### config.mk
export PLATFORM = sky130hd
export DESIGN_NAME = predecode_stage
export DESIGN_NICKNAME = d
export VERILOG_FILES = /design/src/design/bp_pkg.sv /design/src/design/predecode_stage.sv
export SDC_FILE = /design/constraint.sdc
export NUM_CORES = 2
export LEC_CHECK = 0
export BUFFER_PORTS_ARGS = -buffer_cell sky130_fd_sc_hd__buf_2
export CORE_AREA = 5 5 415 417
export CTS_CLUSTER_DIAMETER = 80
export DETAILED_ROUTE_END_ITERATION = 10
export DIE_AREA = 0 0 420 422
export PLACE_DENSITY = 0.67
export SKIP_CTS_REPAIR_TIMING = 1
export SLEW_MARGIN = 20
export SYNTH_ARGS = -nofsm -noshare
export SYNTH_HDL_FRONTEND = slang
export SYNTH_SLANG_ARGS = --single-unit
### constraint.sdc
create_clock -name clk_in -period 28.1 [get_ports clk_in]
set_input_delay 1.405 -clock clk_in [delete_from_list [all_inputs] [get_ports clk_in]]
set_output_delay 1.405 -clock clk_in [all_outputs]
set_load 0.005 [all_outputs]
### src/design/bp_pkg.sv
package bp_pkg;

  // core sizes
  localparam int ADDR_W     = 64;
  localparam int LINE_BYTES = 64;
  localparam int SS_WIDTH   = 4;    // slots per fetch window
  localparam int PHT_K      = 4;    // history bits
  localparam int PHT_N      = 6;    // pc bits, from bit 2 up
  localparam int PHT_SIZE   = 1024;
  localparam int RAS_DEPTH  = 8;
  localparam logic [ADDR_W-1:0] RESET_PC = '0;

  // derived widths
  localparam int LINE_OFF_W = $clog2(LINE_BYTES);   // byte offset inside a line
  localparam int SLOT_IDX_W = $clog2(SS_WIDTH);
  localparam int CNT_W      = 3;                    // window slot count 0..4
  localparam int PHT_IDX_W  = PHT_K + PHT_N;
  localparam int RAS_PTR_W  = $clog2(RAS_DEPTH);
  localparam int RAS_CNT_W  = $clog2(RAS_DEPTH + 1);

  // opcode match fields
  localparam logic [5:0]  OP_B     = 6'b000101;                 // bits 31:26
  localparam logic [5:0]  OP_BL    = 6'b100101;                 // bits 31:26
  localparam logic [7:0]  OP_BCOND = 8'b01010100;               // bits 31:24
  localparam logic [21:0] OP_RET   = 22'b1101011001011111000000; // bits 31:10

  typedef enum logic [2:0] {
    NONE,
    B,
    BL,
    RET,
    BCOND
  } br_kind_e;

  typedef logic [LINE_BYTES-1:0][7:0] line_t;  // byte 0 at the low end

  typedef struct packed {
    br_kind_e          kind;
    logic              predict_taken;
    logic [3:0]        cond;     // b.cond condition field
    logic [ADDR_W-1:0] target;
  } slot_info_t;

  typedef struct packed {
    logic [ADDR_W-1:0]                start_pc;
    logic [CNT_W-1:0]                 count;
    slot_info_t [SS_WIDTH-1:0]        slots;
  } window_t;

  typedef struct packed {
    window_t              win;
    logic [SLOT_IDX_W-1:0] end_idx;    // last slot of the window
    br_kind_e             end_kind;
    logic [ADDR_W-1:0]    end_pc;
    logic [ADDR_W-1:0]    end_target; // static target, zero for ret
  } decode_t;

  typedef struct packed {
    logic [ADDR_W-1:0] pc;
    logic              taken;
  } resolve_t;

  typedef struct packed {
    logic [ADDR_W-1:0]  pc;
    logic signed [18:0] offset;  // in words
  } redirect_t;

  function automatic br_kind_e classify(input logic [31:0] instr);
    br_kind_e kind;
    kind = NONE;
    if (instr[31:26] == OP_B) kind = B;
    else if (instr[31:26] == OP_BL) kind = BL;
    else if (instr[31:10] == OP_RET && instr[4:0] == 5'd0) kind = RET;  // ret with low bits zero
    else if (instr[31:24] == OP_BCOND && !instr[4]) kind = BCOND;
    return kind;
  endfunction

  // byte offset of b / bl
  function automatic logic [ADDR_W-1:0] imm26_off(input logic [31:0] instr);
    return {{(ADDR_W-28){instr[25]}}, instr[25:0], 2'b00};
  endfunction

  // byte offset of b.cond
  function automatic logic [ADDR_W-1:0] imm19_off(input logic [31:0] instr);
    return {{(ADDR_W-21){instr[23]}}, instr[23:5], 2'b00};
  endfunction

endpackage
### src/design/predecode_stage.sv
`timescale 1ns/1ps

module predecode_stage (
  input  logic                        clk_in,
  input  logic                        rst_N_in,
  input  logic                        line_valid,
  input  bp_pkg::line_t               line,
  input  logic [bp_pkg::ADDR_W-1:0]   line_pc,
  input  logic                        flush,
  output logic                        dec_valid,
  output bp_pkg::decode_t             dec
);
  import bp_pkg::*;

  logic [LINE_OFF_W-1:0] base_off;    // byte offset of the first slot
  logic [LINE_OFF_W:0]   bytes_left;  // 4..64
  logic [LINE_OFF_W:0]   words_left;
  logic [CNT_W-1:0]      avail;       // slots before the line ends, capped
  decode_t               dec_d;

  assign base_off   = line_pc[LINE_OFF_W-1:0];
  assign bytes_left = (LINE_OFF_W+1)'(LINE_BYTES) - {1'b0, base_off};
  assign words_left = bytes_left >> 2;
  assign avail      = (words_left >= (LINE_OFF_W+1)'(SS_WIDTH)) ? CNT_W'(SS_WIDTH)
                                                                : CNT_W'(words_left);

  // walk the slots in order, stop after the first unconditional branch
  always_comb begin
    logic                  done;
    logic [LINE_OFF_W-1:0] off;
    logic [31:0]           instr;
    logic [ADDR_W-1:0]     pc;
    logic [ADDR_W-1:0]     tgt;
    br_kind_e              kind;
    dec_d              = '0;
    dec_d.win.start_pc = line_pc;
    done               = 1'b0;
    for (int i = 0; i < SS_WIDTH; i++) begin
      off   = base_off + LINE_OFF_W'(4 * i);  // wraps only for slots past avail
      instr = line[off +: 4];                 // little endian word
      pc    = line_pc + ADDR_W'(4 * i);
      kind  = classify(instr);
      case (kind)
        B, BL:   tgt = pc + imm26_off(instr);
        BCOND:   tgt = pc + imm19_off(instr);
        default: tgt = '0;                    // ret target comes from the stack
      endcase
      if (!done && CNT_W'(i) < avail) begin
        dec_d.win.count           = CNT_W'(i + 1);
        dec_d.win.slots[i].kind   = kind;
        dec_d.win.slots[i].cond   = (kind == BCOND) ? instr[3:0] : 4'd0;
        dec_d.win.slots[i].target = tgt;
        // last recorded slot ends the window
        dec_d.end_idx    = SLOT_IDX_W'(i);
        dec_d.end_kind   = kind;
        dec_d.end_pc     = pc;
        dec_d.end_target = tgt;
        // b.cond does not end the scan here, the predictor may cut it later
        done = (kind == B) || (kind == BL) || (kind == RET);
      end
    end
  end

  always_ff @(posedge clk_in) begin
    if (rst_N_in) begin
      dec_valid <= 1'b0;
    end else begin
      dec_valid <= line_valid && !flush;  // a correction kills the line in flight
    end
  end

  always_ff @(posedge clk_in) begin
    if (line_valid) begin
      dec <= dec_d;
    end
  end

endmodule

==> out/summary.json <==
{
  "power": {
    "ir_drop_v": 0.0000428,
    "p_per_area_nw_per_um2": 56.0,
    "seqPwrFrac_pct": 21.3,
    "comb_power_share_pct": 62.4,
    "netSwitchingPower_uw": 2170,
    "clockPowerShare_pct": 16.3,
    "power.internal_uw": 2260,
    "sw_frac_of_total_pct": 49.1,
    "p_leak_uw": 0.0310,
    "p_total_uw": 4430
  },
  "detailed_routing": {
    "drtIter0Drc": 12415,
    "vias": 76694,
    "drcViolationCount": 0,
    "route.antenna.remaining_nets": 0,
    "detailedRoute.firstPassIterationCount": 9,
    "wirelength_mm": 453,
    "route.detailed.vias_per_inst": 7.38,
    "wire_length_per_cell_microns": 43.6
  },
  "critical_path": {
    "timing.critical_path.fanout_max": 129,
    "critPathCaptureType": "flop",
    "critPathMaxStageDelay_ns": 0.85,
    "crit_type": "in -> reg",
    "required_time_of_the_critical_path_ns": 28.50,
    "critical-path-slowest-cell": "o311ai_0",
    "startpoint_type": "input pin",
    "crit_arrival_ns": 12.31
  },
  "sta": {
    "slew_violations": 0,
    "max_freq_mhz": 83.9,
    "timing.final.crit_period_ns": 11.91,
    "timing.hold.ws_ns": 0.940,
    "slew_headroom_pct": 11.5,
    "finalHoldViolations": 0,
    "min_period_over_period_pct": 42.4,
    "rsz0062_at_grt": "no",
    "post-route-worst-setup-slack_ns": 16.19,
    "totalNegativeSetupSlack_ns": 0,
    "setup_viols_final": 0,
    "worstMarginPinSlew_ns": 1.33
  },
  "synthesis": {
    "synth_top_flop_cell": "edfxtp_1",
    "largest_cells_by_area_after_synthesis": "mux4_2 (21%), edfxtp_1 (21%), mux2i_1 (5.7%), ha_1 (4.7%), nand2_1 (4.0%)",
    "biggest_area_consumer_among_synthesized_cells": "mux4_2",
    "yosys.cell_types.count": 100,
    "yosys.cell_count.top_type": "nand2_1",
    "synthesis.yosys.warnings": 0,
    "synthDominantCellAreaShare_pct": 21.3,
    "synth_seq_cells": 485,
    "avgSynthCellArea_sq_um": 9.54,
    "synth-edff-count": 484,
    "syn_inst": 7358,
    "ys_seq_area_share_pct": 20.7,
    "synth_async_sr_flop_share_pct": 0,
    "post_synth_instance_area_sq_um": 70200,
    "post_synth_most_frequent_cells": "nand2_1 (739), mux4_2 (662), nor2_1 (651)"
  },
  "global_route": {
    "grt.met3_usage_pct": 15.5,
    "antenna_found_initial": 120,
    "globalRouteOverflowTotal": 0,
    "pin_count_of_the_biggest_net_entering_global_routing": 173,
    "grt_first_pass_wirelength_mm": 610,
    "gr-usage-met1_pct": 53.1,
    "top_usage_layer": "met2",
    "track_usage_pct": 49.3,
    "grt_util_met2_pct": 74.2,
    "number_of_global_route_vias_before_repair": 71927
  },
  "clock_tree": {
    "numClockSinks": 485,
    "cts_tree": "built",
    "cts-htree-levels": 2,
    "cts.clk_slew.worst_paths_ns": 0.07,
    "tritoncts.num_buffers": 47,
    "cts.root.buffer_cell": "clkbuf_16",
    "cts_buffer_depth": 3
  },
  "worst_hold_path": {
    "hold_path_class": "in -> reg",
    "capture_endpoint_of_the_worst_hold_path": "dec_valid$_SDFF_PP0_",
    "worst_hold_path.num_cells": 2,
    "worstHoldStart": "rst_N_in"
  },
  "die": {
    "std_cell_rows": 151,
    "core_area_sq_um": 168000,
    "width_of_the_die_microns": 420,
    "num_io_pins": 1069,
    "fp.dieArea_sq_um": 177000,
    "dieHeight_microns": 422,
    "initial_utilization_pct": 41.7
  },
  "place": {
    "place.detailed.hpwl_mm": 362,
    "place_worst_setup_slack_ns": 15.44,
    "post_dp_cell_area_sq_um": 77000,
    "port_buffers": 1064,
    "gp_congestion": 1.17
  },
  "cells_and_area": {
    "layout.filler_cells": 16159,
    "final_nets": 8876,
    "multi_input_area_sq_um": 52400,
    "final_design_area_no_fill_sq_um": 79100,
    "area.sequential_sq_um": 14600,
    "area_growth_syn_to_layout_pct": 12.8,
    "final_layout_size_suffix_gt1_share_pct": 29.4
  },
  "status": {
    "run_status": "finished, final reports clean"
  },
  "flow_run": {
    "maxCapViolations": 0
  }
}
-- metrics by stage --
stage	utilization, %	std cells
2_1_floorplan	-	7361
3_3_place_gp	45.7	10192
3_5_place_dp	45.7	10194
4_1_cts	46.8	10279
5_1_grt	46.9	10348
6_report	47.0	10397
-- how the worst max path moves through the flow --
stage,startpoint,cells past startpoint,endpoint,slack (ns)
floorplan,line_pc[2],34,dec[54]$_DFFE_PP_,17.96
CTS,line_pc[0],27,dec[58]$_DFFE_PP_,16.12
global placement,line_pc[0],27,dec[58]$_DFFE_PP_,15.58
detailed placement,line_pc[0],27,dec[58]$_DFFE_PP_,15.44
global route,line_pc[0],27,dec[58]$_DFFE_PP_,15.73
finish,line_pc[0],28,dec[54]$_DFFE_PP_,16.19
-- state kept, by name, indices dropped and copies added (netlist names) --
name,flops
dec_valid,1
dec,484
-- metal layers --
layer | share of wire, % | routed length [microns]
met4 | 14 | 62500
met1 | 32 | 144000
met5 | 0.033 | 148
met2 | 43 | 194000
met3 | 12 | 52400
-- worst max-delay path: cells and delay by family --
kind	cells	cell delay, ns
AND/OR/NAND/NOR	4	0.74
adder cells (fa/ha/maj)	2	0.42
AO/OA/AOI/OAI	12	4.41
buffers and inverters	6	3.13
XOR/XNOR	1	0.21
multiplexers	3	1.58
-- final cells by class --
| type | count | area share, % |
|---|---|---|
| multi-input combinational | 6124 | 66.3 |
| sequential | 485 | 18.4 |
| timing repair buffer | 1253 | 8.71 |
| tap | 2218 | 3.51 |
| clock buffer | 52 | 1.51 |
| clock inverter | 33 | 0.693 |
| inverter | 119 | 0.580 |
| antenna | 113 | 0.357 |
-- power by group through the flow --
stage	sequential (uW)	clock [uW]	combinational [uW]
2_1_floorplan	955	0	1520
3_3_place_gp	955	0	2610
3_5_place_dp	958	0	2620
4_1_cts	943	729	2630
5_1_grt	948	762	2830
6_report	943	723	2760
-- cells in the final DEF (no fill, tap or decap), types with 105 or more instances in the layout --
cell / synthesis / layout
mux4_2: 662 / 662
buf_2: 198 / 1062
edfxtp_1: 484 / 484
and2_1: 114 / 112
inv_1: 112 / 108
mux2i_1: 401 / 399
mux2_2: 222 / 222
nand2_1: 739 / 736
a21oi_1: 415 / 409
nand4_1: 107 / 107
xnor2_1: 231 / 229
nor2_1: 651 / 644
a21o_1: 158 / 157
xor2_1: 154 / 153
nand3_1: 146 / 145
buf_4: 77 / 177
nor3_1: 107 / 105
diode_2: 0 / 113
ha_1: 262 / 260
o21ai_0: 311 / 303
-- cells by family (layout without fill, tap and decap cells) --
group,Yosys count,after routing,synth area share (%)
simple gates,2325,2325,16.0
compound gates,1858,1858,18.1
mux,1285,1285,30.5
buf+inv,752,1457,4.99
flops,485,485,20.7
xor+xnor,386,386,4.83
fa+ha+maj,266,266,4.79
other cells,1,117,0.00534
Note: power is estimated with default switching activity, not from simulation.
