$ cat config.mk
export PLATFORM = sky130hd
export DESIGN_NAME = return_stack
export DESIGN_NICKNAME = d
export VERILOG_FILES = /design/src/design/bp_pkg.sv /design/src/design/return_stack.sv
export SDC_FILE = /design/constraint.sdc
export NUM_CORES = 1
export LEC_CHECK = 0
export ABC_AREA = 1
export BUFFER_PORTS_ARGS = -buffer_cell sky130_fd_sc_hd__buf_2
export CAP_MARGIN = 20
export CORE_UTILIZATION = 60
export CTS_CLUSTER_DIAMETER = 100
export CTS_CLUSTER_SIZE = 12
export DETAILED_ROUTE_END_ITERATION = 6
export GPL_ROUTABILITY_DRIVEN = 0
export GPL_TIMING_DRIVEN = 0
export PLACE_DENSITY = 0.79
export RECOVER_POWER = 50
export SLEW_MARGIN = 15
export SYNTH_ARGS = -nofsm -noshare
export SYNTH_HDL_FRONTEND = slang
export SYNTH_SLANG_ARGS = --single-unit
export TNS_END_PERCENT = 10
$ cat constraint.sdc
create_clock -name clk_in -period 5.3 [get_ports clk_in]
set_input_delay 0.265 -clock clk_in [delete_from_list [all_inputs] [get_ports clk_in]]
set_output_delay 0.265 -clock clk_in [all_outputs]
set_load 0.01 [all_outputs]
$ cat src/design/bp_pkg.sv
package bp_pkg;

  // core sizes
  localparam int ADDR_W     = 64;
  localparam int LINE_BYTES = 64;
  localparam int SS_WIDTH   = 4;    // slots per fetch window
  localparam int PHT_K      = 4;    // history bits
  localparam int PHT_N      = 6;    // pc bits, from bit 2 up
  localparam int PHT_SIZE   = 1024;
  localparam int RAS_DEPTH  = 8;
  localparam logic [ADDR_W-1:0] RESET_PC = '0;

  // derived widths
  localparam int LINE_OFF_W = $clog2(LINE_BYTES);   // byte offset inside a line
  localparam int SLOT_IDX_W = $clog2(SS_WIDTH);
  localparam int CNT_W      = 3;                    // window slot count 0..4
  localparam int PHT_IDX_W  = PHT_K + PHT_N;
  localparam int RAS_PTR_W  = $clog2(RAS_DEPTH);
  localparam int RAS_CNT_W  = $clog2(RAS_DEPTH + 1);

  // opcode match fields
  localparam logic [5:0]  OP_B     = 6'b000101;                 // bits 31:26
  localparam logic [5:0]  OP_BL    = 6'b100101;                 // bits 31:26
  localparam logic [7:0]  OP_BCOND = 8'b01010100;               // bits 31:24
  localparam logic [21:0] OP_RET   = 22'b1101011001011111000000; // bits 31:10

  typedef enum logic [2:0] {
    NONE,
    B,
    BL,
    RET,
    BCOND
  } br_kind_e;

  typedef logic [LINE_BYTES-1:0][7:0] line_t;  // byte 0 at the low end

  typedef struct packed {
    br_kind_e          kind;
    logic              predict_taken;
    logic [3:0]        cond;     // b.cond condition field
    logic [ADDR_W-1:0] target;
  } slot_info_t;

  typedef struct packed {
    logic [ADDR_W-1:0]                start_pc;
    logic [CNT_W-1:0]                 count;
    slot_info_t [SS_WIDTH-1:0]        slots;
  } window_t;

  typedef struct packed {
    window_t              win;
    logic [SLOT_IDX_W-1:0] end_idx;    // last slot of the window
    br_kind_e             end_kind;
    logic [ADDR_W-1:0]    end_pc;
    logic [ADDR_W-1:0]    end_target; // static target, zero for ret
  } decode_t;

  typedef struct packed {
    logic [ADDR_W-1:0] pc;
    logic              taken;
  } resolve_t;

  typedef struct packed {
    logic [ADDR_W-1:0]  pc;
    logic signed [18:0] offset;  // in words
  } redirect_t;

  function automatic br_kind_e classify(input logic [31:0] instr);
    br_kind_e kind;
    kind = NONE;
    if (instr[31:26] == OP_B) kind = B;
    else if (instr[31:26] == OP_BL) kind = BL;
    else if (instr[31:10] == OP_RET && instr[4:0] == 5'd0) kind = RET;  // ret with low bits zero
    else if (instr[31:24] == OP_BCOND && !instr[4]) kind = BCOND;
    return kind;
  endfunction

  // byte offset of b / bl
  function automatic logic [ADDR_W-1:0] imm26_off(input logic [31:0] instr);
    return {{(ADDR_W-28){instr[25]}}, instr[25:0], 2'b00};
  endfunction

  // byte offset of b.cond
  function automatic logic [ADDR_W-1:0] imm19_off(input logic [31:0] instr);
    return {{(ADDR_W-21){instr[23]}}, instr[23:5], 2'b00};
  endfunction

endpackage
$ cat src/design/return_stack.sv
`timescale 1ns/1ps

module return_stack (
  input  logic                        clk_in,
  input  logic                        rst_N_in,
  input  logic                        push,
  input  logic [bp_pkg::ADDR_W-1:0]   push_addr,
  input  logic                        pop,
  output logic [bp_pkg::ADDR_W-1:0]   top
);
  import bp_pkg::*;

  logic [ADDR_W-1:0]    mem_q [RAS_DEPTH];
  logic [RAS_PTR_W-1:0] tos_q;     // slot of the current top
  logic [RAS_CNT_W-1:0] cnt_q;     // live entries, saturates at depth
  logic [RAS_PTR_W-1:0] tos_up;

  assign tos_up = tos_q + 1'b1;    // wraps, oldest entry overwritten
  assign top    = (cnt_q == '0) ? '0 : mem_q[tos_q];

  always_ff @(posedge clk_in) begin
    if (rst_N_in) begin
      tos_q <= '0;
      cnt_q <= '0;
    end else if (push) begin
      tos_q <= tos_up;
      if (cnt_q != RAS_CNT_W'(RAS_DEPTH)) begin
        cnt_q <= cnt_q + 1'b1;
      end
    end else if (pop && cnt_q != '0) begin  // pop on empty is ignored
      tos_q <= tos_q - 1'b1;
      cnt_q <= cnt_q - 1'b1;
    end
  end

  always_ff @(posedge clk_in) begin
    if (push) begin
      mem_q[tos_up] <= push_addr;
    end
  end

  // bl and ret never share a window, so both at once means a broken window
  a_push_pop: assert property (@(posedge clk_in) disable iff (rst_N_in) !(push && pop))
    else $error("return stack push and pop in the same cycle");

endmodule

==> results of run 1 <==
power groups by stage:
stage          clock (uW)  combinational, uW  sequential [uW]
2_1_floorplan           0               1180             4990
3_3_place_gp            0               1900             5020
3_5_place_dp            0               2060             4980
4_1_cts              3110               2120             4900
5_1_grt              3270               2310             4920
6_report             3110               2120             4900
Yosys cell counts:
cell type / n / area share (%)
inv_2: 2 / 0.036
ha_1: 4 / 0.24
buf_4: 4 / 0.14
nand3_1: 68 / 1.6
fa_1: 1 / 0.096
buf_2: 22 / 0.53
clkbuf_1: 44 / 0.79
buf_6: 16 / 0.86
o21ai_0: 235 / 5.6
xnor2_1: 1 / 0.042
o21ai_1: 89 / 2.1
dfxtp_1: 10 / 0.96
edfxtp_1: 512 / 74
buf_1: 18 / 0.32
inv_1: 10 / 0.18
a21oi_1: 4 / 0.096
nand2_1: 94 / 1.7
or2_2: 1 / 0.030
nor2_1: 598 / 11
buf_8: 1 / 0.072
xor2_1: 2 / 0.084
state kept, by name, indices dropped and copies added, names as in the netlist, named ones only:
register  count
mem_q       512
tos_q         3
cnt_q         4
repair_timing:
| item | 4_1_cts | 5_1_grt |
|---|---|---|
| hold buffers | 59 | 0 |
| endpoints found under the hold margin | 458 | 0 |
| setup endpoints to repair | 0 | 0 |
metrics by stage:
stage	total power, uW	util (%)	cells	TNS [ps]
floorplan	6180	-	1736	0
global placement	6930	65.2	2314	-426150
detailed placement	7040	66.8	2334	0
CTS	10100	72.4	2455	0
global route	10500	72.1	2456	0
finish	10100	72.1	2456	0
worst min-delay path by stage:
stage / startpoint / endpoint / cells after the start
5_1_grt: push_addr[32] / mem_q[0][32] / 1
3_3_place_gp: rst_N_in / cnt_q[3] / 2
4_1_cts: push_addr[32] / mem_q[0][32] / 1
6_report: push_addr[31] / mem_q[2][31] / 1
2_1_floorplan: rst_N_in / cnt_q[1] / 1
3_5_place_dp: rst_N_in / cnt_q[3] / 2
cells by family (layout without fill, tap and decap cells):
family,Yosys count,in the layout,synth area share (%)
other,0,1,0
AOI/OAI and AO/OA,328,328,7.87
DFF,522,522,74.6
xor gates and xnor gates,3,3,0.126
and+or+nand+nor,761,761,14.1
adders and majority gates,5,5,0.336
buffers and inverters,117,388,2.94
critical path, delay by kind of cell (launching register included):
kind / cells / cell delay (ps)
AND/OR/NAND/NOR: 2 / 1130
XOR/XNOR: 1 / 200
adder cells (fa/ha/maj): 1 / 220
buffers and inverters: 3 / 1260
flip-flops: 1 / 340
layer usage:
layer | vias to the layer above | wire (um) | track usage (%)
met4 | 0 | 1710 | 12.3
met1 | 6874 | 19800 | 39.1
li1 | 6573 | - | -
met3 | 136 | 4990 | 5.38
met5 | - | 0 | 0
met2 | 827 | 25200 | 48.4
layout make-up:
| cell class | count | area (um2) |
|---|---|---|
| Clock buffer | 60 | 1310 |
| Tap cell | 448 | 561 |
| Antenna cell | 1 | 2.50 |
| Multi-Input combinational cell | 1097 | 4720 |
| Buffer | 105 | 568 |
| Inverter | 12 | 45.0 |
| Sequential cell | 522 | 15600 |
| Clock inverter | 2 | 17.5 |
| Timing Repair Buffer | 209 | 1610 |
| Fill cell | 2255 | 9460 |
==> impl_metrics.yaml, run 1 <==
status:
  status: "complete, but fails checks"
  violations: "capacitance limit, slew limit"
job:
  drv_cap: 1
drt:
  route.vias.total: 14400
  drtPass1Iterations: 5
  via_per_inst: 5.87
  first_iter_violations: 1628
  wire_per_inst_um: 21.1
  drc: 0
  ant_nets: 0
  wl_mm: 51.7
cells_and_area:
  area.growth.synth_to_final_pct: 17.0
  layout-drive-gt1-share_pct: 9.42
  fin_area_um2: 24400
  final_cell_mix: "593 x nor2_1, 512 x edfxtp_1, 235 x o21ai_0, 118 x clkbuf_1, 94 x nand2_1"
  layout.nets: 2069
  mostFrequentLayoutCell: "nor2_1"
setup_path:
  start_kind: "flop"
  path_cells: "ha_1 -> xor2_1 -> inv_1 -> nand2_1 -> nor2_1 -> clkbuf_1 -> buf_12"
  path_class: "reg2reg"
  slowest_delay_ps: 1030
  required_ps: 5550
  r2r_slack_ps: 1790
  r2r-start: "tos_q[0]"
  arrival_ps: 3760
  worstSetupEndpointType: "flop"
  startpoint: "tos_q[0]"
  regToRegEndpoint: "mem_q[3][42]"
  cp-endpoint: "mem_q[3][42]"
  worstRegToRegCells: 7
  cp_max_fo: 24
  cp_slowest_cell: "nor2_1"
global_route:
  grt_pass1_vias: 14700
  grt_pass1_wl_mm: 79.4
  antenna_found_initial: 1
  grt_overflow_total: 0
  grt_max_degree: 26
  gr-usage-all-layers_pct: 29.5
floorplan:
  die_area_um2: 35500
  die_h_um: 189
  coreArea_um2: 33900
  die-width_um: 189
  ios: 132
  start_util_pct: 61.6
  rows: 67
clock_tree:
  postCtsResizedCells: 0
  postCtsSetupRepairBufs: 0
  clock-sinks: 522
  cts_tree: "built"
  cts_buffers: 49
  htree_levels: 2
  clk_path_buf_depth: 3
  worstSkewPairLatency_ps: 570
  cts_root_buffer: "clkbuf_16"
  cts.reportedPaths.clkPinSlew_ps: 60
min_path:
  hold_class: "in2reg"
timing:
  grt_setup_unrepaired: "false"
  slew_headroom_pct: -8.19
  setup_viol: 0
  tightest_slew_ps: 1620
  holdWs_ps: 111
  fmax_mhz: 285
  fin_crit_ps: 3510
  post-route-period-util_pct: 66.2
  fin_worst_skew_ps: 16.2
  hold_viol: 0
  drv_slew: 8
  fin_ws_ps: 1790
power_and_ir_drop:
  p_int_uw: 7210
  vdd_drop_max_mv: 0.322
  p_clk_share_pct: 30.7
  pwr_density_cell_nw_per_um2: 415
  leakage_uw: 0.00854
  switching_share_pct: 28.8
  p_comb_share_pct: 20.9
  p_sw_uw: 2920
  seq_power_share_pct: 48.4
synthesis:
  ys_ff_latch: 522
  syn_avg_cell_area_um2: 12.0
  synth_area_um2: 20900
  synthCells: 1736
  syn-num-nets: 1809
  ys_types: 21
  synth_sequential_area_ratio_pct: 74.6
  yosys_warnings: 0
place:
  dpl-instance-area_um2: 22600
  dpl.hpwl_mm: 32.1
  dpl_worst_slack_ps: 2720
  io_buffers: 130
Power figures use the tool's default switching activity.
==> run 2, diff against run 1 <==
--- a/config.mk
+++ b/config.mk
@@ -5,16 +5,16 @@
 export SDC_FILE = /design/constraint.sdc
 export NUM_CORES = 1
 export LEC_CHECK = 0
-export ABC_AREA = 1
+export ABC_AREA = 0
 export BUFFER_PORTS_ARGS = -buffer_cell sky130_fd_sc_hd__buf_2
 export CAP_MARGIN = 20
-export CORE_UTILIZATION = 60
+export CORE_UTILIZATION = 54
 export CTS_CLUSTER_DIAMETER = 100
 export CTS_CLUSTER_SIZE = 12
 export DETAILED_ROUTE_END_ITERATION = 6
 export GPL_ROUTABILITY_DRIVEN = 0
 export GPL_TIMING_DRIVEN = 0
-export PLACE_DENSITY = 0.79
+export PLACE_DENSITY = 0.75
 export RECOVER_POWER = 50
 export SLEW_MARGIN = 15
 export SYNTH_ARGS = -nofsm -noshare
==> constraint.sdc (replaced) <==
create_clock -name clk_in -period 2.95 [get_ports clk_in]
set_input_delay 0.1475 -clock clk_in [delete_from_list [all_inputs] [get_ports clk_in]]
set_output_delay 0.1475 -clock clk_in [all_outputs]
set_load 0.01 [all_outputs]
==> run 2 against run 1 <==
The run now ends clean. Area after synthesis is 4.3% lower. Clock power is 77% higher. Sequential power is 87% higher. Clock skew is 1.4 ps higher. Combinational power is 130% higher. Critical path depth is 1 lower. Worst hold slack better by 23 ps. Cell count is 33% lower. Sequential share of layout area is 1.4 points higher. Wire length is 22% lower. Cell area is 2.1% lower. Largest power group unchanged.
==> impl_metrics.yaml, run 2 <==
cells_and_area:
  mostFrequentLayoutCell: "edfxtp_1"
  area.growth.synth_to_final_pct: 19.7
  reg_top3: "mem_q: 512 flops, cnt_q: 4 flops, tos_q: 3 flops"
  final_cell_mix: "512 x edfxtp_1, 128 x mux4_2, 82 x clkbuf_1, 71 x buf_2, 71 x nor2_1"
  regMostFlops: "mem_q"
  layout.nets: 1241
  largest_register_ffs: 512
  fin_area_um2: 23900
  layout-drive-gt1-share_pct: 27.2
clock_tree:
  htree_levels: 2
  cts.reportedPaths.clkPinSlew_ps: 60
  cts_buffers: 49
  clock-sinks: 522
  clk_path_buf_depth: 3
  cts_tree: "built"
  worstSkewPairLatency_ps: 560
  cts_root_buffer: "clkbuf_16"
setup_path:
  cp_max_fo: 10
  cp_slowest_cell: "buf_1"
  r2r_slack_ps: 140
  path_class: "reg2out"
  arrival_ps: 2670
  start_kind: "flop"
  cp_top_family: "buffers and inverters"
  required_ps: 2800
  crit_buf_inv: 3
  worstSetupEndpointType: "output pin"
  slowest_delay_ps: 620
  path_cells: "buf_2 -> buf_1 -> mux4_2 -> mux2i_1 -> nor2_1 -> buf_2"
  cpMostUsedCell: "buf_2"
power_and_ir_drop:
  finalPower_uw: 19500
  vdd_drop_max_mv: 0.601
  pwr_density_cell_nw_per_um2: 816
  leakage_uw: 0.00767
min_path:
  hold_class: "in2reg"
synthesis:
  synth_top_family_by_area: "multiplexers"
  yosysTopAreaCellShare_pct: 77.0
  synthMuxAreaShare_pct: 17.7
  synth_top_cells_by_area: "edfxtp_1 77%, mux4_2 14%, mux2i_1 3.3%"
  synth_edf_count: 512
  yosys_warnings: 0
  synth_compound_area_share_pct: 0.470
  ys_ff_latch: 522
  syn-num-nets: 951
  ys_types: 32
  synth_fa_ha_area_share_pct: 0.351
  synthCells: 878
  synth_xor_xnor_area_share_pct: 0.307
  synth_area_um2: 20000
  synth-simple-area-share_pct: 1.96
  syn_avg_cell_area_um2: 22.7
  synth_top_area_cell: "edfxtp_1"
  synth_common_cells: "512 x edfxtp_1, 128 x mux4_2, 73 x nor2_1"
  synth_most_common_cell: "edfxtp_1"
  synth_sequential_area_ratio_pct: 78.0
  synth_top_flop_cell: "edfxtp_1"
  async_reset_ff_share_pct: 0
place:
  dpl_worst_slack_ps: 418
  dpl-instance-area_um2: 22000
  dpl.hpwl_mm: 25.9
  io_buffers: 130
drt:
  ant_nets: 0
  wire_per_inst_um: 24.6
  route.vias.total: 9775
  via_per_inst: 5.93
  drc: 0
  drtPass1Iterations: 5
  wl_mm: 40.5
  first_iter_violations: 786
status:
  status: "finished, final reports clean"
timing:
  setup_viol: 0
  fmax_mhz: 355
  drv_slew: 0
  fin_ws_ps: 132
  grt_setup_unrepaired: "true"
  slew_headroom_pct: 27.1
  hold_viol: 0
  final.setup.tns_ps: 0
  post-route-period-util_pct: 95.5
  holdWs_ps: 134
  tightest_slew_ps: 1090
  fin_crit_ps: 2820
  fin_worst_skew_ps: 17.6
floorplan:
  ios: 132
  die-width_um: 194
  die_h_um: 194
  start_util_pct: 54.7
  die_area_um2: 37700
  rows: 70
  coreArea_um2: 36500
global_route:
  grt_pass1_wl_mm: 61.0
  grt_pass1_vias: 10200
  gr-usage-all-layers_pct: 21.9
  antenna_found_initial: 1
  grt_max_degree: 20
  grt_overflow_total: 0
job:
  drv_cap: 0
-- run 2: final cells by class --
type                            count  area (um2)
Timing Repair Buffer              239        1970
Antenna cell                        1        2.50
Clock inverter                      2        17.5
Clock buffer                       60        1310
Inverter                            3        11.3
Fill cell                        2330       12600
Tap cell                          468         586
Sequential cell                   522       15600
Buffer                             44         223
Multi-Input combinational cell    309        4200
-- run 2: per-layer routing --
| metal | vias up | routed length [um] | part of all wire, % | track usage (%) |
|---|---|---|---|---|
| li1 | 4218 | - | - | - |
| met1 | 5166 | 17400 | 43 | 31.2 |
| met2 | 325 | 20000 | 49 | 35.5 |
| met3 | 66 | 2210 | 5.5 | 3.60 |
| met4 | 0 | 898 | 2.2 | 6.08 |
| met5 | - | 0 | 0 | 0 |
-- run 2: power by group --
part | internal [uW] | leakage [uW] | total [uW] | switching, uW
clock | 3080 | 0.000648 | 5520 | 2440
sequential | 8970 | 0.00473 | 9160 | 193
combinational | 2110 | 0.00229 | 4830 | 2720
total | 14200 | 0.00767 | 19500 | 5350
-- run 2: worst reg2reg max path, cell delays in order, from the launching register on --
cell      delay [ps]
dfxtp_4          420
inv_1            130
ha_1             360
nand2b_4         190
nor3_2           840
buf_8            250
buf_8            160
buf_8            160
-- run 2: kinds of logic (layout without fill, tap and decap cells) --
family	after synthesis	in the layout
flops	522	522
mux	193	193
simple gates	92	92
buf+inv	47	348
compound gates	12	12
xor+xnor	7	7
fa+ha+maj	5	5
other cells	0	1
-- run 2: stage by stage --
| stage | utilization (%) | cells |
|---|---|---|
| global route | 65.4 | 1648 |
| global placement | 58.3 | 1476 |
| floorplan | - | 878 |
| CTS | 65.8 | 1647 |
| finish | 65.4 | 1648 |
| detailed placement | 60.3 | 1516 |
-- run 2: path summary, 6_finish.rpt --
path         depth (start not counted)           end     start
min                                  5          flop      push
max reg2reg                          7  mem_q[5][30]  tos_q[0]
max                                  6       top[36]      flop
min reg2reg                          2      tos_q[1]  tos_q[1]
-- run 2: repair_timing --
item / CTS / global route
pin swaps: 1 / 0
hold endpoints to repair: 518 / 0
cloned: 0 / 0
setup endpoints to repair: 55 / 8
gates resized for setup: 0 / 4
hold buffers: 67 / 0
setup buffers: 2 / 0
