**src/design/bp_pkg.sv**
```systemverilog
package bp_pkg;

  // core sizes
  localparam int ADDR_W     = 64;
  localparam int LINE_BYTES = 64;
  localparam int SS_WIDTH   = 4;    // slots per fetch window
  localparam int PHT_K      = 4;    // history bits
  localparam int PHT_N      = 6;    // pc bits, from bit 2 up
  localparam int PHT_SIZE   = 1024;
  localparam int RAS_DEPTH  = 8;
  localparam logic [ADDR_W-1:0] RESET_PC = '0;

  // derived widths
  localparam int LINE_OFF_W = $clog2(LINE_BYTES);   // byte offset inside a line
  localparam int SLOT_IDX_W = $clog2(SS_WIDTH);
  localparam int CNT_W      = 3;                    // window slot count 0..4
  localparam int PHT_IDX_W  = PHT_K + PHT_N;
  localparam int RAS_PTR_W  = $clog2(RAS_DEPTH);
  localparam int RAS_CNT_W  = $clog2(RAS_DEPTH + 1);

  // opcode match fields
  localparam logic [5:0]  OP_B     = 6'b000101;                 // bits 31:26
  localparam logic [5:0]  OP_BL    = 6'b100101;                 // bits 31:26
  localparam logic [7:0]  OP_BCOND = 8'b01010100;               // bits 31:24
  localparam logic [21:0] OP_RET   = 22'b1101011001011111000000; // bits 31:10

  typedef enum logic [2:0] {
    NONE,
    B,
    BL,
    RET,
    BCOND
  } br_kind_e;

  typedef logic [LINE_BYTES-1:0][7:0] line_t;  // byte 0 at the low end

  typedef struct packed {
    br_kind_e          kind;
    logic              predict_taken;
    logic [3:0]        cond;     // b.cond condition field
    logic [ADDR_W-1:0] target;
  } slot_info_t;

  typedef struct packed {
    logic [ADDR_W-1:0]                start_pc;
    logic [CNT_W-1:0]                 count;
    slot_info_t [SS_WIDTH-1:0]        slots;
  } window_t;

  typedef struct packed {
    window_t              win;
    logic [SLOT_IDX_W-1:0] end_idx;    // last slot of the window
    br_kind_e             end_kind;
    logic [ADDR_W-1:0]    end_pc;
    logic [ADDR_W-1:0]    end_target; // static target, zero for ret
  } decode_t;

  typedef struct packed {
    logic [ADDR_W-1:0] pc;
    logic              taken;
  } resolve_t;

  typedef struct packed {
    logic [ADDR_W-1:0]  pc;
    logic signed [18:0] offset;  // in words
  } redirect_t;

  function automatic br_kind_e classify(input logic [31:0] instr);
    br_kind_e kind;
    kind = NONE;
    if (instr[31:26] == OP_B) kind = B;
    else if (instr[31:26] == OP_BL) kind = BL;
    else if (instr[31:10] == OP_RET && instr[4:0] == 5'd0) kind = RET;  // ret with low bits zero
    else if (instr[31:24] == OP_BCOND && !instr[4]) kind = BCOND;
    return kind;
  endfunction

  // byte offset of b / bl
  function automatic logic [ADDR_W-1:0] imm26_off(input logic [31:0] instr);
    return {{(ADDR_W-28){instr[25]}}, instr[25:0], 2'b00};
  endfunction

  // byte offset of b.cond
  function automatic logic [ADDR_W-1:0] imm19_off(input logic [31:0] instr);
    return {{(ADDR_W-21){instr[23]}}, instr[23:5], 2'b00};
  endfunction

endpackage
```
**src/design/fetch_pc_stage.sv**
```systemverilog
`timescale 1ns/1ps

module fetch_pc_stage (
  input  logic                        clk_in,
  input  logic                        rst_N_in,
  input  logic                        next_valid,
  input  logic [bp_pkg::ADDR_W-1:0]   next_pc,
  input  logic                        redirect_valid,
  input  bp_pkg::redirect_t           redirect,
  input  logic                        l1i_req_ready,
  input  logic                        l1i_valid,
  input  bp_pkg::line_t               l1i_line,
  output logic                        l1i_req_valid,
  output logic [bp_pkg::ADDR_W-1:0]   l1i_req_addr,
  output logic                        line_valid,
  output bp_pkg::line_t               line,
  output logic [bp_pkg::ADDR_W-1:0]   line_pc
);
  import bp_pkg::*;

  logic              boot_q;         // first cycle out of reset
  logic              pend_q;         // request waiting for ready
  logic [ADDR_W-1:0] pend_addr_q;
  logic [ADDR_W-1:0] await_pc_q;     // address of the request in flight
  logic              outstanding_q;  // live request in flight
  logic              squash_q;       // stale request in flight, drop its line
  logic              req_fire;
  logic              resp_live;
  logic              live_after;
  logic [ADDR_W-1:0] redirect_pc;

  assign redirect_pc = redirect.pc + {{(ADDR_W-21){redirect.offset[18]}}, redirect.offset, 2'b00};

  // a window's next address goes out the same cycle, unless a redirect overrides it
  assign l1i_req_valid = pend_q || (next_valid && !redirect_valid);
  assign l1i_req_addr  = pend_q ? pend_addr_q : next_pc;
  assign req_fire      = l1i_req_valid && l1i_req_ready;

  assign resp_live  = l1i_valid && outstanding_q && !squash_q;
  assign live_after = (outstanding_q && !resp_live) || req_fire;  // still in flight after this edge

  assign line_valid = resp_live;
  assign line       = l1i_line;
  assign line_pc    = await_pc_q;

  always_ff @(posedge clk_in) begin
    if (rst_N_in) begin
      boot_q        <= 1'b1;
      pend_q        <= 1'b0;
      outstanding_q <= 1'b0;
      squash_q      <= 1'b0;
    end else begin
      boot_q <= 1'b0;
      if (l1i_valid && squash_q) squash_q <= 1'b0;  // stale line swallowed
      if (resp_live) outstanding_q <= 1'b0;
      if (req_fire) outstanding_q <= 1'b1;
      if (redirect_valid) begin
        pend_q <= 1'b1;
        if (live_after) begin  // whatever is in flight is now on the wrong path
          squash_q      <= 1'b1;
          outstanding_q <= 1'b0;
        end
      end else if (boot_q) begin
        pend_q <= 1'b1;
      end else begin
        pend_q <= l1i_req_valid && !l1i_req_ready;  // hold until the cache takes it
      end
    end
  end

  always_ff @(posedge clk_in) begin
    if (redirect_valid) pend_addr_q <= redirect_pc;
    else if (boot_q) pend_addr_q <= RESET_PC;
    else if (!pend_q) pend_addr_q <= next_pc;  // kept only if the request stalls
    if (req_fire) await_pc_q <= l1i_req_addr;
  end

  a_req_hold: assert property (@(posedge clk_in) disable iff (rst_N_in)
    l1i_req_valid && !l1i_req_ready && !redirect_valid
      |=> l1i_req_valid && $stable(l1i_req_addr))
    else $error("l1i request withdrawn or changed before ready");

endmodule

```
**config.mk**
```make
export PLATFORM = sky130hd
export DESIGN_NAME = fetch_pc_stage
export DESIGN_NICKNAME = d
export VERILOG_FILES = /design/src/design/bp_pkg.sv /design/src/design/fetch_pc_stage.sv
export SDC_FILE = /design/constraint.sdc
export NUM_CORES = 1
export LEC_CHECK = 0
export CORE_AREA = 4 4 508 510
export DETAILED_ROUTE_END_ITERATION = 7
export DIE_AREA = 0 0 512 514
export DONT_BUFFER_PORTS = 1
export SYNTH_ARGS = -nofsm -noshare
export SYNTH_HDL_FRONTEND = slang
export SYNTH_SLANG_ARGS = --single-unit
export TNS_END_PERCENT = 20
```
**constraint.sdc**
```tcl
create_clock -name clk_in -period 3.55 [get_ports clk_in]
set_clock_uncertainty 0.1 [all_clocks]
set_input_delay 0.355 -clock clk_in [delete_from_list [all_inputs] [get_ports clk_in]]
set_output_delay 0.355 -clock clk_in [all_outputs]
set_load 0.005 [all_outputs]
```
==> flow_summary.yaml, run 1 <==
status:
  status: "complete, no violations"
pwr:
  p_int_w: 0.00330
  power_density_nw_per_um2: 400
  power.leakage_nw: 3.76
  share_seq_of_total_power_pct: 35.4
  switchingPower_w: 0.00199
  switching_share_pct: 37.6
  comb_power_share_pct: 28.4
  vdd_ir_drop_max_mv: 0.193
  power_frac_clock_pct: 36.2
global_route:
  grt_first_pass_wirelength_um: 195000
  grt_usage_pct: 12.8
  grt_max_degree: 65
  grt_antenna_before_repair: 27
  overflow: 0
  grt_pass1_vias: 7875
timing:
  slew_viol_final: 0
  period_minus_slack_ps: 2940
  fin_ws_ps: 608
  setup_viol: 0
  slew_headroom_pct: 43.7
  fmax_mhz: 340
  fin_crit_sh_pct: 82.9
  worstMarginPinSlew_ps: 844
  rsz0062_at_grt: "no"
  fin_tns_setup_ps: 0
  hold_viol: 0
detailed_routing:
  routedWlPerCell_um: 41.7
  drc: 0
  route.vias.total: 8271
  vias_per_cell: 1.96
  routed_wl_um: 176000
  drtIter0Drc: 635
  ant_nets: 0
  drt_first_pass_iters: 6
place:
  gp_congestion: 1.00
  io_buffer_count: 0
  dpl.hpwl_um: 166000
  dp.cells: 4179
  placed_area_um2: 12500
  pre_cts_ws_ps: 185
floorplan:
  initial_core_util_pct: 4.78
  core-area_um2: 253000
  die_w_um: 512
  fp.dieH_um: 514
  num_rows: 185
  die-area_um2: 263000
  ios: 1307
clocking:
  clk_pin_slew_worst_paths_ps: 70
  cts.sinks: 132
  cts_buffer_depth: 2
  cts_setup_buffers: 0
  h-tree-depth: 4
  insertion_delay_ps: 480
  cts_tree: "done"
  numCtsBuffers: 17
  postCtsHoldBufs: 7
  root_buffer: "clkbuf_16"
  cts.repair.resized: 0
synth:
  synth_area_leader_cell: "buf_4"
  yosysWarningCount: 0
  synth_top_family_by_area: "buffers and inverters"
  ys.flop_type: "dfxtp_1"
  synthDistinctLibCells: 67
  synth_area_um2: 12100
  async_flop_share_pct: 0
  synth.top_cell.area_share_pct: 31.8
  synth-xor-area-share_pct: 3.98
  synth_seq_cells: 132
  syn_avg_cell_area_um2: 9.00
  synth_edf_count: 64
  synthSimpleGateAreaFrac_pct: 7.00
  synth_area_leaders: "buf_4 (32%), edfxtp_1 (16%), dfxtp_1 (11%), ha_1 (6.3%), mux2_2 (5.9%)"
  synth_fa_ha_area_share_pct: 6.46
  synth_compound_area_share_pct: 15.8
  netlist_instances: 1346
  syn-num-nets: 2073
  seq_area_frac_synth_pct: 27.1
  muxShareOfSynthArea_pct: 6.03
setup_path:
  worst_setup_path_start_kind: "input port"
  cp-end-kind: "flip-flop"
  worstReg2RegStart: "pend_q$_SDFF_PP0_"
  r2r_slack_ps: 1380
  arrival_ps: 3190
  worstPathRequired_ps: 3800
  path_class: "input port to flip-flop"
  cp-startpoint: "redirect[1]"
  crit_fanout: 5
layout:
  final_cells: 4230
  syn_to_final_growth_pct: 9.15
  nets: 1566
  fill_cells: 29900
  layout-drive-gt1-share_pct: 15.6
  fin_util_pct: 5.22
  finalInstanceArea_um2: 13200
hold_path:
  hp-start: "redirect[21]"
  hp-class: "input port to flip-flop"
run:
  maxCapViolCount: 0
-- routing by layer --
metal | GRT usage, % | share of wire, %
met2 | 24.5 | 53
met1 | 5.28 | 14
met3 | 18.8 | 32
met5 | 0.365 | 0.12
met4 | 1.29 | 1.4
-- worst max-delay path, stage by stage --
cell and delay (ps):
ha_1 280, a211oi_1 230, o21bai_1 170, a211o_1 350
a41oi_1 590, o311ai_1 200, nand2_1 110, o31a_1 260
o21ai_2 100, and4_1 200, or3_1 330
-- cell families after synthesis --
family,count (synthesis)
adders and majority gates,62
muxes,65
AOI/OAI and AO/OA,279
and+or+nand+nor,184
xor gates and xnor gates,55
buffers and inverters,569
DFF,132
-- power groups by stage --
stage | Combinational [W] | Clock (W) | Sequential, W
6_report | 0.00150 | 0.00192 | 0.00187
5_1_grt | 0.00165 | 0.00206 | 0.00188
4_1_cts | 0.00159 | 0.00200 | 0.00187
3_5_place_dp | 0.00155 | 0 | 0.00191
3_3_place_gp | 0.00155 | 0 | 0.00190
2_1_floorplan | 0.00132 | 0 | 0.00188
-- area by class of cell --
class                   count  area, um2  area share [%]
inverters                  18       68.8           0.520
diodes                     12       30.0           0.227
clock inverters            15        184            1.39
multi-input cells         645       4770            36.1
well taps                3366       4210            31.8
flip-flops and latches    132       3290            24.9
clock buffers              17        425            3.22
repair buffers             25        248            1.87
-- sequential cells by signal, indices dropped and copies added, names as in the netlist --
signal         flops
boot_q             1
line_pc           64
outstanding_q      1
pend_addr_q       64
pend_q             1
squash_q           1
-- cells in the mapped netlist, types with 6 or more instances --
cell / count
a21oi_1: 70
nor2_1: 47
a211o_1: 6
clkbuf_1: 29
a31oi_1: 6
and3_1: 6
o21bai_1: 10
nand4_1: 11
nand3_1: 15
dfxtp_1: 68
nand2_1: 73
inv_1: 17
a22o_1: 46
mux2_2: 64
xnor2_1: 36
ha_1: 61
buf_4: 513
edfxtp_1: 64
buf_2: 6
a21o_1: 34
xor2_1: 19
o21ai_0: 50
-- stage by stage --
stage          hold WS, ps  total power [W]
2_1_floorplan          283          0.00320
3_3_place_gp           286          0.00345
3_5_place_dp           286          0.00346
4_1_cts               5.88          0.00546
5_1_grt               15.9          0.00559
6_report              53.4          0.00529
-- path summary, 6_finish.rpt --
kind                                            endpoint  cells past startpoint
worst max-delay path             pend_addr_q[61]$_DFF_P_                     11
worst min-delay path              pend_addr_q[2]$_DFF_P_                      2
worst max register to register     line_pc[29]$_DFFE_PP_                      4
worst min register to register  outstanding_q$_SDFF_PP0_                      2
-- cells in the final DEF (no fill, tap or decap), types with 4 or more instances in the layout --
master and count:
nand2_1 73, a21oi_1 70, dfxtp_1 67, mux2_2 64
edfxtp_1 64, ha_1 61, o21ai_0 50, nor2_1 46
a22o_1 46, xnor2_1 36, a21o_1 34, xor2_1 19
clkbuf_16 17, inv_1 16, buf_4 16, nand3_1 15
diode_2 12, nand4_1 11, o21bai_1 10, and3_1 6
a211o_1 6, a31oi_1 6, dlygate4sd3_1 6, nor3_1 5
nand2b_1 5, o21a_1 5, o211ai_1 5, o31ai_1 5
a211oi_1 5, inv_8 5, and2_1 4, o31a_1 4
or3_1 4
No activity file was read; power rests on OpenSTA's default activity.
==> run 2: changes to the inputs <==
==> constraint.sdc (replaced) <==
create_clock -name clk_in -period 2.6 [get_ports clk_in]
set_clock_uncertainty 0.1 [all_clocks]
set_input_delay 0.26 -clock clk_in [delete_from_list [all_inputs] [get_ports clk_in]]
set_output_delay 0.26 -clock clk_in [all_outputs]
set_load 0.005 [all_outputs]
==> flow_summary.yaml, run 2 (synthesized netlist as in run 1, its figures left out) <==
status:
  status: "complete, no violations"
timing:
  slew_viol_final: 0
  fin_crit_sh_pct: 97.0
  worstMarginPinSlew_ps: 567
  fmax_mhz: 396
  rsz0062_at_grt: "yes"
  period_minus_slack_ps: 2520
  setup_viol: 0
  slew_headroom_pct: 61.9
  fin_ws_ps: 77.4
  hold_viol: 0
floorplan:
  core-area_um2: 253000
  die_w_um: 512
  die-area_um2: 263000
  num_rows: 185
  fp.dieH_um: 514
  initial_core_util_pct: 4.78
  ios: 1307
setup_path:
  cp-end-kind: "flip-flop"
  path_class: "input port to flip-flop"
  reg2reg_depth: 4
  worstReg2RegStart: "pend_q$_SDFF_PP0_"
  crit_fanout: 44
  slowest_stage: "ha_1"
  reg2reg_to: "pend_addr_q[1]$_DFF_P_"
  cp-startpoint: "redirect[18]"
  r2r_slack_ps: 620
  worst_setup_path_start_kind: "input port"
  endpoint: "pend_addr_q[50]$_DFF_P_"
  crit_chain: "ha_1, buf_4, a21oi_1, a21oi_1, a211o_1, a2111oi_4, a21oi_2, buf_4, a31o_2, a21boi_1, xnor2_1, a22o_1"
  slowest_delay_ps: 350
  worstPathRequired_ps: 2870
  arrival_ps: 2790
layout:
  fill_cells: 29700
  multi_input_area_um2: 5110
  syn_to_final_growth_pct: 23.9
  layout-drive-gt1-share_pct: 32.6
  nets: 1752
  regArea_um2: 3280
  fin_util_pct: 5.92
  final_cell_mix: "buf_4 (181), nand2_1 (73), dfxtp_1 (67), mux2_2 (64), edfxtp_1 (64)"
  layout_commonest_cell: "buf_4"
global_route:
  grt_antenna_before_repair: 22
  grt_first_pass_wirelength_um: 197000
  grt_pass1_vias: 8778
  grt_usage_pct: 12.8
  overflow: 0
  grt_max_degree: 65
place:
  pre_cts_ws_ps: -638
  dpl.hpwl_um: 167000
  gp_congestion: 1.02
  io_buffer_count: 0
detailed_routing:
  routed_wl_um: 176000
  ant_nets: 0
  drc: 0
  route.vias.total: 9041
  routedWlPerCell_um: 39.8
  drtIter0Drc: 623
  drt_first_pass_iters: 6
  vias_per_cell: 2.05
clocking:
  cts.sinks: 132
  insertion_delay_ps: 510
  cts_tree: "done"
  root_buffer: "clkbuf_16"
  clk_pin_slew_worst_paths_ps: 70
  cts_buffer_depth: 2
  h-tree-depth: 4
  numCtsBuffers: 17
pwr:
  power.leakage_nw: 4.69
  p_total_w: 0.00762
  power_density_nw_per_um2: 507
  vdd_ir_drop_max_mv: 0.345
hold_path:
  hp-class: "input port to flip-flop"
run:
  maxCapViolCount: 0
run 2: cell types whose count changed in the layout (fill, tap and decap cells not counted), sizes merged:
cell / delta
buf: +166
clkinv: -1
diode: -1
dlygate4sd3: +20
inv: +1
run 2: cell type report:
cell class | instances | area share, %
Multi-Input combinational cell | 645 | 34.0
Tap cell | 3366 | 28.1
Sequential cell | 132 | 21.9
Timing Repair Buffer | 211 | 11.4
Clock buffer | 17 | 2.83
Clock inverter | 15 | 1.20
Inverter | 18 | 0.475
Antenna cell | 11 | 0.183
run 2: worst min-delay path by stage:
stage,start,slack [ps],depth (start not counted),endpoint
5_1_grt,next_pc[58],10,1,line_pc[58]$_DFFE_PP_
3_3_place_gp,rst_N_in,190,0,boot_q$_DFF_P_
6_report,next_pc[60],50,1,line_pc[60]$_DFFE_PP_
2_1_floorplan,rst_N_in,190,0,boot_q$_DFF_P_
3_5_place_dp,rst_N_in,190,0,boot_q$_DFF_P_
4_1_cts,next_pc[58],10,1,line_pc[58]$_DFFE_PP_
run 2: power breakdown:
group	leakage, nW	total, W	switching (W)	internal, W
Combinational	3.21	0.00241	0.00140	0.00101
Clock	0.299	0.00265	0.00127	0.00138
Sequential	1.18	0.00256	0.0000954	0.00247
run 2: worst max-delay path: cells and delay by family:
| kind | cells | cell delay (ps) |
|---|---|---|
| compound gates | 8 | 1720 |
| xor+xnor | 1 | 90 |
| buf+inv | 2 | 320 |
| fa+ha+maj | 1 | 350 |
run 2: metal layers:
| layer | vias to the layer above | part of all wire [%] | track usage [%] |
|---|---|---|---|
| met4 | 14 | 0.82 | 1.50 |
| met1 | 3948 | 13 | 4.51 |
| met2 | 1463 | 55 | 25.2 |
| li1 | 3557 | - | - |
| met3 | 59 | 31 | 18.7 |
| met5 | - | 0.14 | 0.603 |
run 2: repair_timing:
item / CTS / global route
pin swaps: 0 / 12
resized for setup: 1 / 16
setup endpoints to repair: 2 / 12
hold buffers: 27 / 0
endpoints found under the hold margin: 69 / 0
buffers inserted: 0 / 3
run 2: through the flow:
step	std cells	hold slack, ps	cell area [um2]	setup TNS, ps
finish	4415	53.0	15000	0
global route	4408	13.8	15000	-87.8
CTS	4401	14.4	14900	0
detailed placement	4342	188	14000	-10260
global placement	4342	188	14000	-9060
floorplan	1346	188	12400	-382
==> run 3: changes to the inputs <==
--- a/config.mk
+++ b/config.mk
@@ -9,6 +9,7 @@
 export DETAILED_ROUTE_END_ITERATION = 7
 export DIE_AREA = 0 0 512 514
 export DONT_BUFFER_PORTS = 1
+export HOLD_SLACK_MARGIN = 0.02
 export SYNTH_ARGS = -nofsm -noshare
 export SYNTH_HDL_FRONTEND = slang
 export SYNTH_SLANG_ARGS = --single-unit
==> constraint.sdc (replaced) <==
create_clock -name clk_in -period 2.5 [get_ports clk_in]
set_clock_uncertainty 0.1 [all_clocks]
set_input_delay 0.25 -clock clk_in [delete_from_list [all_inputs] [get_ports clk_in]]
set_output_delay 0.25 -clock clk_in [all_outputs]
set_load 0.005 [all_outputs]
==> flow_summary.yaml, run 3 (synthesized netlist as in run 1, its figures left out) <==
global_route:
  grt_first_pass_wirelength_um: 190000
  overflow: 0
  grt_max_degree: 65
  grt_usage_pct: 12.3
  grt_antenna_before_repair: 12
  grt_pass1_vias: 8752
clocking:
  cts.sinks: 132
  root_buffer: "clkbuf_16"
  clk_pin_slew_worst_paths_ps: 70
  insertion_delay_ps: 490
  h-tree-depth: 4
  cts_tree: "done"
  numCtsBuffers: 17
  cts_buffer_depth: 2
floorplan:
  num_rows: 185
  die_w_um: 512
  fp.dieH_um: 514
  initial_core_util_pct: 4.78
  die-area_um2: 263000
  ios: 1307
  core-area_um2: 253000
timing:
  fin_crit_sh_pct: 99.7
  fmax_mhz: 401
  slew_headroom_pct: 57.9
  period_minus_slack_ps: 2490
  setup_viol: 0
  rsz0062_at_grt: "yes"
  slew_viol_final: 0
  worstMarginPinSlew_ps: 630
  hold_viol: 0
layout:
  fill_cells: 29700
  regArea_um2: 3290
  layout_commonest_cell: "buf_4"
  finalInstanceArea_um2: 15600
  nets: 1800
  multi_input_area_um2: 5280
  syn_to_final_growth_pct: 29.2
  final_cell_mix: "buf_4 (204), nand2_1 (72), dfxtp_1 (67), mux2_2 (64), edfxtp_1 (64)"
  final_cells: 4459
  layout-drive-gt1-share_pct: 36.5
setup_path:
  crit_chain: "ha_4, a21o_1, o21bai_1, a221o_1, a221oi_2, nor2_1, or3_4, a221oi_4, o21ai_2, or3_1, nand3_1"
  crit_fanout: 44
  worst_setup_path_start_kind: "input port"
  cp-end-kind: "flip-flop"
  slowest_delay_ps: 390
  arrival_ps: 2800
  slowest_stage: "or3_4"
  worstPathRequired_ps: 2810
  path_class: "input port to flip-flop"
run:
  maxCapViolCount: 0
detailed_routing:
  routedWlPerCell_um: 38.2
  ant_nets: 0
  drt_first_pass_iters: 5
  drtIter0Drc: 744
  routed_wl_um: 170000
  route.vias.total: 9221
  vias_per_cell: 2.07
  drc: 0
status:
  status: "complete, no violations"
pwr:
  power_density_nw_per_um2: 522
  power.leakage_nw: 4.93
  vdd_ir_drop_max_mv: 0.383
place:
  io_buffer_count: 0
  gp_congestion: 1.02
  dpl.hpwl_um: 161000
  dp.cells: 4373
  placed_area_um2: 14300
hold_path:
  hp-class: "input port to flip-flop"
## run 3: area by class of cell
type / count / area share [%]
Clock inverter: 15 / 1.17
Clock buffer: 17 / 2.72
Sequential cell: 132 / 21.0
Inverter: 18 / 0.456
Multi-Input combinational cell: 645 / 33.7
Timing Repair Buffer: 259 / 13.9
Antenna cell: 7 / 0.112
Tap cell: 3366 / 26.9
## run 3: path summary, 6_finish.rpt
check / end / startpoint / cells past startpoint / slack, ps
worst max-delay path: pend_addr_q[52]$_DFF_P_ / redirect[18] / 11 / 8
worst max register to register: pend_q$_SDFF_PP0_ / pend_q$_SDFF_PP0_ / 5 / 210
worst min-delay path: pend_addr_q[62]$_DFF_P_ / redirect_valid / 4 / 60
worst min register to register: outstanding_q$_SDFF_PP0_ / outstanding_q$_SDFF_PP0_ / 2 / 450
## run 3: metal layers
layer  wire [um]  GRT usage, %  vias to the layer above
li1            -             -                     3632
met1       23300          4.78                     4142
met2       92300          23.8                     1378
met3       53300          18.1                       65
met4         967          1.11                        4
met5         412          1.08                        -
## run 3: what timing repair did
item,4_1_cts,5_1_grt
buffers inserted,0,2
setup endpoints to repair,3,19
gates resized for setup,6,36
pin swaps,1,19
hold endpoints to repair,89,0
hold buffers,46,0
## run 3: report_power, final
| part | switching (W) | internal, W |
|---|---|---|
| clock network | 0.00129 | 0.00143 |
| registers | 0.000104 | 0.00256 |
| logic | 0.00157 | 0.00120 |
| total | 0.00296 | 0.00520 |
## run 3: worst max-delay path: cells and delay by family
kind | cells | cell delay [ps]
compound gates | 6 | 1390
simple gates | 4 | 900
fa+ha+maj | 1 | 240
## run 3: through the flow
stage          setup TNS (ps)  power, W  hold slack, ps  util, %  worst slack, ps
3_5_place_dp           -14430   0.00543             178     5.66             -727
3_3_place_gp           -13400   0.00540             178     5.66             -701
2_1_floorplan            -768   0.00462             178        -             -238
6_report                    0   0.00816            64.4     6.17             7.53
4_1_cts                 -33.5   0.00831            39.7     6.11            -20.4
5_1_grt                  -374   0.00858            46.4     6.17            -71.7
